**config.mk**
```make
export PLATFORM = sky130hd
export DESIGN_NAME = renameStage
export DESIGN_NICKNAME = d
export VERILOG_FILES = /design/src/verilog/archPkg.sv /design/src/verilog/renamePkg.sv /design/src/verilog/dispatchCtrl.sv /design/src/verilog/instDecode.sv /design/src/verilog/regStatusFile.sv /design/src/verilog/renameStage.sv /design/src/verilog/tagAllocator.sv
export SDC_FILE = /design/constraint.sdc
export NUM_CORES = 2
export LEC_CHECK = 0
export ABC_AREA = 0
export CAP_MARGIN = 20
export CORE_MARGIN = 5
export CORE_UTILIZATION = 54
export DETAILED_ROUTE_END_ITERATION = 8
export DONT_BUFFER_PORTS = 1
export PLACE_DENSITY_LB_ADDON = 0.25
export SLEW_MARGIN = 40
export SYNTH_ARGS = -nofsm -noshare
export SYNTH_HDL_FRONTEND = slang
export SYNTH_SLANG_ARGS = --single-unit
```
**constraint.sdc**
```tcl
create_clock -name clk -period 3.4 [get_ports clk]
set_input_delay 0 -clock clk [delete_from_list [all_inputs] [get_ports clk]]
set_output_delay 0 -clock clk [all_outputs]
set_load 0.05 [all_outputs]
```
**src/verilog/archPkg.sv**
```systemverilog
package archPkg;

    localparam int NameWidth = 5;
    localparam int DataWidth = 32;
    localparam int InstWidth = 32;
    localparam int ImmWidth = 16;
    localparam int RegCount = 2 ** NameWidth;

    // form bit value selecting the immediate view
    localparam logic FormImm = 1'b1;

    typedef logic [NameWidth-1:0] regName_t;
    typedef logic [DataWidth-1:0] data_t;

    typedef struct packed {
        logic form;
        regName_t rd;
        regName_t rs1;
        regName_t rs2;
        logic [InstWidth-16-1:0] spare;
    } regForm_t;

    // pad sits where rs2 lives in the register form
    typedef struct packed {
        logic form;
        regName_t rd;
        regName_t rs1;
        logic [NameWidth-1:0] pad;
        logic signed [ImmWidth-1:0] imm;
    } immForm_t;

    typedef union packed {
        regForm_t regView;
        immForm_t immView;
    } instWord_t;

endpackage

```
**src/verilog/renamePkg.sv**
```systemverilog
package renamePkg;

    localparam int TagWidth = 4;

    // zero means the value is ready
    typedef logic [TagWidth-1:0] tag_t;

    // one write from a result bus
    typedef struct packed {
        logic en;
        archPkg::regName_t name;
        tag_t tag;
        archPkg::data_t data;
    } resultBus_t;

    // ready value, or the producer tag to wait on
    typedef struct packed {
        archPkg::data_t data;
        tag_t tag;
    } operand_t;

    typedef struct packed {
        archPkg::regName_t destName;
        tag_t destTag;
        operand_t opA;
        operand_t opB;
    } issue_t;

endpackage

```
**src/verilog/dispatchCtrl.sv**
```systemverilog
module dispatchCtrl #(
    parameter int TagCount = 15
) (
    input logic clk,
    input logic arstN,
    input logic instValid,
    input archPkg::regName_t srcNameA,
    input archPkg::regName_t srcNameB,
    input archPkg::regName_t destName,
    input logic useImm,
    input renamePkg::operand_t immOperand,
    input logic full,
    input renamePkg::tag_t nextTag,
    input renamePkg::operand_t readA,
    input renamePkg::operand_t readB,
    output archPkg::regName_t readNameA,
    output archPkg::regName_t readNameB,
    output archPkg::regName_t renameName,
    output logic renameEn,
    output logic allocate,
    output logic busy,
    output logic issueValid,
    output renamePkg::issue_t issue
);

    typedef struct packed {
        archPkg::regName_t srcNameA;
        archPkg::regName_t srcNameB;
        archPkg::regName_t destName;
        logic useImm;
        renamePkg::operand_t immOperand;
    } held_t;

    // stall means an instruction is held until a tag is free
    typedef enum logic {
        Idle,
        Stall
    } state_t;

    state_t state;
    state_t stateNext;
    held_t held;
    logic accept;
    logic issueNow;
    logic destLive;

    assign issueNow = (state == Stall) && !full;
    assign busy = (state == Stall) && full;
    assign accept = instValid && !busy;

    // r0 destination takes no tag
    assign destLive = (held.destName != '0);

    assign readNameA = held.srcNameA;
    assign readNameB = held.srcNameB;
    assign renameName = held.destName;
    assign renameEn = issueNow && destLive;
    assign allocate = issueNow && destLive;

    always_comb begin
        stateNext = state;
        if (accept) begin
            stateNext = Stall;
        end else if (issueNow) begin
            stateNext = Idle;
        end
    end

    always_ff @(posedge clk or negedge arstN) begin
        if (!arstN) begin
            state <= Idle;
            issueValid <= 1'b0;
        end else begin
            state <= stateNext;
            issueValid <= issueNow;
        end
    end

    // a new capture may overwrite the entry issuing on the same edge
    always_ff @(posedge clk) begin
        if (accept) begin
            held.srcNameA <= srcNameA;
            held.srcNameB <= srcNameB;
            held.destName <= destName;
            held.useImm <= useImm;
            held.immOperand <= immOperand;
        end
    end

    always_ff @(posedge clk) begin
        if (issueNow) begin
            issue.destName <= held.destName;
            issue.destTag <= destLive ? nextTag : '0;
            issue.opA <= readA;
            issue.opB <= held.useImm ? held.immOperand : readB;
        end
    end

    noInstWhileBusy: assert property (
        @(posedge clk) disable iff (!arstN)
        busy |-> !instValid
    ) else $error("instValid raised while busy");

    allocateValidTag: assert property (
        @(posedge clk) disable iff (!arstN)
        allocate |-> !full && nextTag != '0 && nextTag <= TagCount
    ) else $error("tag allocated while full or out of range");

endmodule

```
**src/verilog/instDecode.sv**
```systemverilog
module instDecode (
    input archPkg::instWord_t instWord,
    output archPkg::regName_t srcNameA,
    output archPkg::regName_t srcNameB,
    output archPkg::regName_t destName,
    output logic useImm,
    output renamePkg::operand_t immOperand
);

    localparam int ExtWidth = archPkg::DataWidth - archPkg::ImmWidth;

    always_comb begin
        useImm = (instWord.regView.form == archPkg::FormImm);
        // rd and rs1 sit at the same bits in both views
        destName = instWord.regView.rd;
        srcNameA = instWord.regView.rs1;
        if (useImm) begin
            // second source is the immediate, read r0 instead
            srcNameB = '0;
            immOperand.data = {
                {ExtWidth{instWord.immView.imm[archPkg::ImmWidth-1]}},
                instWord.immView.imm
            };
            immOperand.tag = '0;
        end else begin
            srcNameB = instWord.regView.rs2;
            immOperand = '0;
        end
    end

endmodule

```
**src/verilog/regStatusFile.sv**
```systemverilog
module regStatusFile (
    input logic clk,
    input logic arstN,
    input renamePkg::resultBus_t aluResult,
    input renamePkg::resultBus_t lsResult,
    input archPkg::regName_t readNameA,
    input archPkg::regName_t readNameB,
    input logic renameEn,
    input archPkg::regName_t renameName,
    input renamePkg::tag_t renameTag,
    output renamePkg::operand_t readA,
    output renamePkg::operand_t readB
);

    archPkg::data_t values [archPkg::RegCount];
    renamePkg::tag_t tags [archPkg::RegCount];

    // bus carries the tag the register still waits on
    logic aluClear;
    logic lsClear;

    assign aluClear = aluResult.en && (aluResult.tag == tags[aluResult.name]);
    assign lsClear = lsResult.en && (lsResult.tag == tags[lsResult.name]);

    // state as it will look after this edge, minus the rename
    function automatic renamePkg::operand_t readPort(input archPkg::regName_t name);
        renamePkg::operand_t op;
        op.data = values[name];
        op.tag = tags[name];
        // alu has priority, so it goes last
        if (lsResult.en && lsResult.name == name) begin
            op.data = lsResult.data;
        end
        if (aluResult.en && aluResult.name == name) begin
            op.data = aluResult.data;
        end
        if ((aluClear && aluResult.name == name) || (lsClear && lsResult.name == name)) begin
            op.tag = '0;
        end
        // hard zero register
        if (name == '0) begin
            op = '0;
        end
        return op;
    endfunction

    always_comb begin
        readA = readPort(readNameA);
    end

    always_comb begin
        readB = readPort(readNameB);
    end

    always_ff @(posedge clk or negedge arstN) begin
        if (!arstN) begin
            for (int i = 0; i < archPkg::RegCount; i++) begin
                values[i] <= '0;
                tags[i] <= '0;
            end
        end else begin
            // value follows every bus write, alu wins a same-register tie
            if (lsResult.en && lsResult.name != '0) begin
                values[lsResult.name] <= lsResult.data;
            end
            if (aluResult.en && aluResult.name != '0) begin
                values[aluResult.name] <= aluResult.data;
            end
            if (lsClear) begin
                tags[lsResult.name] <= '0;
            end
            if (aluClear) begin
                tags[aluResult.name] <= '0;
            end
            // rename last so a new tag overrides a clear
            if (renameEn && renameName != '0) begin
                tags[renameName] <= renameTag;
            end
        end
    end

endmodule

```
**src/verilog/renameStage.sv**
```systemverilog
module renameStage #(
    parameter int TagCount = 15
) (
    input logic clk,
    input logic arstN,
    input logic instValid,
    input archPkg::instWord_t instWord,
    input renamePkg::resultBus_t aluResult,
    input renamePkg::resultBus_t lsResult,
    output logic busy,
    output logic issueValid,
    output renamePkg::issue_t issue
);

    archPkg::regName_t srcNameA;
    archPkg::regName_t srcNameB;
    archPkg::regName_t destName;
    logic useImm;
    renamePkg::operand_t immOperand;

    archPkg::regName_t readNameA;
    archPkg::regName_t readNameB;
    archPkg::regName_t renameName;
    logic renameEn;
    logic allocate;

    renamePkg::tag_t nextTag;
    logic full;
    renamePkg::operand_t readA;
    renamePkg::operand_t readB;

    instDecode decode_i (
        .instWord(instWord),
        .srcNameA(srcNameA),
        .srcNameB(srcNameB),
        .destName(destName),
        .useImm(useImm),
        .immOperand(immOperand)
    );

    dispatchCtrl #(
        .TagCount(TagCount)
    ) dispatch_i (
        .clk(clk),
        .arstN(arstN),
        .instValid(instValid),
        .srcNameA(srcNameA),
        .srcNameB(srcNameB),
        .destName(destName),
        .useImm(useImm),
        .immOperand(immOperand),
        .full(full),
        .nextTag(nextTag),
        .readA(readA),
        .readB(readB),
        .readNameA(readNameA),
        .readNameB(readNameB),
        .renameName(renameName),
        .renameEn(renameEn),
        .allocate(allocate),
        .busy(busy),
        .issueValid(issueValid),
        .issue(issue)
    );

    // every bus write retires one tag
    tagAllocator #(
        .TagCount(TagCount)
    ) alloc_i (
        .clk(clk),
        .arstN(arstN),
        .allocate(allocate),
        .aluRetire(aluResult.en),
        .lsRetire(lsResult.en),
        .nextTag(nextTag),
        .full(full)
    );

    regStatusFile regFile_i (
        .clk(clk),
        .arstN(arstN),
        .aluResult(aluResult),
        .lsResult(lsResult),
        .readNameA(readNameA),
        .readNameB(readNameB),
        .renameEn(renameEn),
        .renameName(renameName),
        .renameTag(nextTag),
        .readA(readA),
        .readB(readB)
    );

endmodule

```
**src/verilog/tagAllocator.sv**
```systemverilog
module tagAllocator #(
    parameter int TagCount = 15
) (
    input logic clk,
    input logic arstN,
    input logic allocate,
    input logic aluRetire,
    input logic lsRetire,
    output renamePkg::tag_t nextTag,
    output logic full
);

    localparam int CountWidth = $clog2(TagCount + 1);

    logic [CountWidth-1:0] inFlight;

    if (TagCount < 1 || TagCount >= 2 ** renamePkg::TagWidth) begin : gBadTagCount
        $error("TagCount must leave tag zero free");
    end

    assign full = (inFlight == CountWidth'(TagCount));

    // rolling counter, never hands out zero
    always_ff @(posedge clk or negedge arstN) begin
        if (!arstN) begin
            nextTag <= renamePkg::tag_t'(1);
        end else if (allocate) begin
            if (nextTag == renamePkg::tag_t'(TagCount)) begin
                nextTag <= renamePkg::tag_t'(1);
            end else begin
                nextTag <= nextTag + 1'b1;
            end
        end
    end

    // each result pulse returns exactly one tag
    always_ff @(posedge clk or negedge arstN) begin
        if (!arstN) begin
            inFlight <= '0;
        end else begin
            inFlight <= inFlight + CountWidth'(allocate)
                        - CountWidth'(aluRetire) - CountWidth'(lsRetire);
        end
    end

    countNoUnderflow: assert property (
        @(posedge clk) disable iff (!arstN)
        int'(aluRetire) + int'(lsRetire) <= int'(inFlight) + int'(allocate)
    ) else $error("more results returned than tags in flight");

endmodule
```
==> impl_metrics.toml <==
[synth]
synthesis.area_sq_um = 79700
synth_mux_area_frac = 0.319
postSynthAreaPerCell_sq_um = 10.6
synthTopCellsByArea = "dfrtp_1 36%, mux2i_1 17%, mux4_2 15%"
yosys.area_share.simple = 0.0926
async_flop_share = 0.911
yosysWarnings = 0
synth_nets = 7622
synth_xor_area_frac = 0.00242
syn_inst = 7496
ys_seq_area_frac = 0.407
synth_adder_area_share = 0.00129
synth_area_leader_cell = "dfrtp_1"
synth_cell_types = 69
ys_seq_elements = 1275
synth_top_family_by_area = "multiplexers"
synth_edf_count = 113
yosysTopAreaCellShare = 0.365
ys.flop_type = "dfrtp_1"
synth_compound_area_frac = 0.130

[power_and_ir_drop]
ir_drop_uv = 599
p_per_area_nw_per_um2 = 668
power.static_leakage_nw = 40.0

[setup_path]
cp.required_ns = 4.09
reg2reg_slack_ns = 0.07
crit_path_start_kind = "input port"
cp_max_fo = 24
worstSetupEndpointType = "flip-flop"
worst_ep_arrival_time_ns = 4.11
critPathKind = "in -> reg"

[timing]
rsz0062_at_grt = "false"
maxSlewViolCount = 0
finalWorstPathRequiredPeriod_ns = 3.41
tightest_slew_ns = 0.964
setup_ws_ns = -0.0128
hold_viol = 0
min_period_over_period = 1.00
relSlewSlack = 0.358
clock_skew_ns = 0.0306
setup_viol = 1
max_freq_mhz = 293

[cells_and_area]
areaGrowthSynthToFinish_pct = 16.0
final_util = 0.628
layout_common_cells = "1349 x mux2i_1, 1161 x dfrtp_1, 1081 x a21oi_1"
fin_area_sq_um = 92500
drive_gt1_frac = 0.175
final_common_cell = "mux2i_1"
fin_nets = 7571

[cts]
cts_tree = "yes"
clkSinkCount = 1275
clkTransAtPathRegs_ns = 0.06
h-tree-depth = 4
clockBufferDepth = 3
insertion_delay_ns = 0.81
clock-root-buffer = "clkbuf_16"
cts_buffers = 146

[global_routing]
grt_max_degree = 111
track_usage = 0.439
grt-ovfl-total = 0
grt_pass1_vias = 67700
antenna_found_initial = 14
grt_pass1_wl_um = 495000

[routing]
wl_per_cell_um = 36.9
num_vias = 70100
antenna_left = 0
via_per_inst = 7.38
remaining_drc_errors = 15
drt_first_pass_iters = 9
dr.first_iter.drc_count = 11900
routed_wl_um = 351000

[floorplan]
ios = 202
core_area_sq_um = 147000
die_y_um = 394
initial_utilization = 0.541
die_area_sq_um = 155000
num_rows = 141
die_w_um = 394

[run_status]
violations = "design-rule violations, negative setup slack"
outcome = "finished with violations"

[place]
place_hpwl_um = 205000
io_buffers = 0
routabilityCongestion = 1.01
place_ws_ns = -0.531
dpl_cell_area_sq_um = 83000

[flow_run]
drv_cap = 0

[worst_hold_path]
hold_path_class = "in -> reg"
==> kinds of logic (layout without fill, tap and decap cells) <==
| logic type | after synthesis | count (layout) |
|---|---|---|
| flops | 1275 | 1275 |
| other cells | 0 | 9 |
| buf+inv | 937 | 1003 |
| fa+ha+maj | 7 | 7 |
| mux | 1878 | 1878 |
| compound gates | 1747 | 1747 |
| xor+xnor | 22 | 22 |
| simple gates | 1630 | 1630 |
==> flip-flops by register name, indices dropped and copies added, names as in the netlist <==
name / count
alloc_i.inFlight: 4
alloc_i.nextTag: 4
dispatch_i.held: 17
dispatch_i.readNameA: 5
regFile_i.tags: 128
dispatch_i.state: 1
dispatch_i.issue: 81
dispatch_i.readNameB: 5
dispatch_i.renameName: 5
dispatch_i.issueValid: 1
regFile_i.values: 1024
==> area by class of cell <==
class,instances,area [sq um]
diodes,9,22.5
clock buffers,209,4270
inverters,18,72.6
fillers,11500,54900
repair buffers,720,8410
clock inverters,56,609
well taps,1930,2410
multi-input cells,5284,44200
flip-flops and latches,1275,32500
==> per-layer routing <==
layer	GRT usage	share of wire	up-vias
met1	0.564	0.35	34400
li1	-	-	27900
met5	0.00985	0.00037	-
met3	0.174	0.15	1650
met4	0.300	0.086	8
met2	0.609	0.41	6176
==> where the power goes <==
part / internal (W) / leakage, nW / switching (W)
Sequential: 0.0200 / 14.9 / 0.00552
Clock: 0.00950 / 2.40 / 0.00695
Combinational: 0.00986 / 22.6 / 0.00989
Total: 0.0394 / 40.0 / 0.0224
==> metrics by stage <==
stage	cells	power, W	hold WS (ns)	TNS, ns
CTS	9481	0.0608	0.00170	0
finish	9501	0.0617	0.0490	-0.0128
floorplan	7496	0.0365	-0.296	0
global placement	8841	0.0424	-0.295	-0.231
detailed placement	8855	0.0432	-0.295	-47.13
global route	9493	0.0638	0.0509	0
==> critical path, cell delays in order <==
cell and delay (ns):
dlygate4sd3_1 0.78, nand2_1 0.11, dlygate4sd3_1 0.62, nor3_2 0.11, buf_4 0.39, nand2_8 0.29, buf_4 0.34, mux2i_1 0.19
dlygate4sd3_1 0.57, a21oi_1 0.06, dlygate4sd3_1 0.60
==> path summary, 6_finish.rpt <==
| path | start | endpoint | cells after the start |
|---|---|---|---|
| worst min-delay path | instWord[17] | dispatch_i.readNameB[1] | 2 |
| max in group asynchronous | arstN | regFile_i.values[98] | 16 |
| worst max register to register | regFile_i.tags[102] | regFile_i.tags[1] | 8 |
| worst max-delay path | lsResult[36] | regFile_i.values[907] | 11 |
| worst min register to register | regFile_i.values[1021] | regFile_i.values[1021] | 0 |
| min in group asynchronous | arstN | dispatch_i.issueValid | 2 |
==> cell usage after synthesis, types with 17 or more instances <==
library cell	number
o211ai_1	32
and2_1	29
mux2i_1	1349
clkbuf_1	609
a32oi_1	47
nand2_1	263
clkbuf_2	28
nor4_1	30
inv_1	17
nor3_1	73
o221ai_1	128
nor4_4	28
o32ai_1	80
a221o_1	32
dfrtp_1	1161
o31ai_1	44
buf_2	87
a21oi_1	1082
nand3_1	50
edfxtp_1	113
o21ai_0	124
o22ai_1	130
buf_1	177
mux4_2	528
nor2_1	1050
==> repair_timing <==
action | CTS | global route
endpoints found under the setup margin | 0 | 71
endpoints found under the hold margin | 1493 | 101
setup buffers | 0 | 3
hold buffers | 361 | 6
resized for setup | 0 | 4
(Power assumes the default switching activity.)
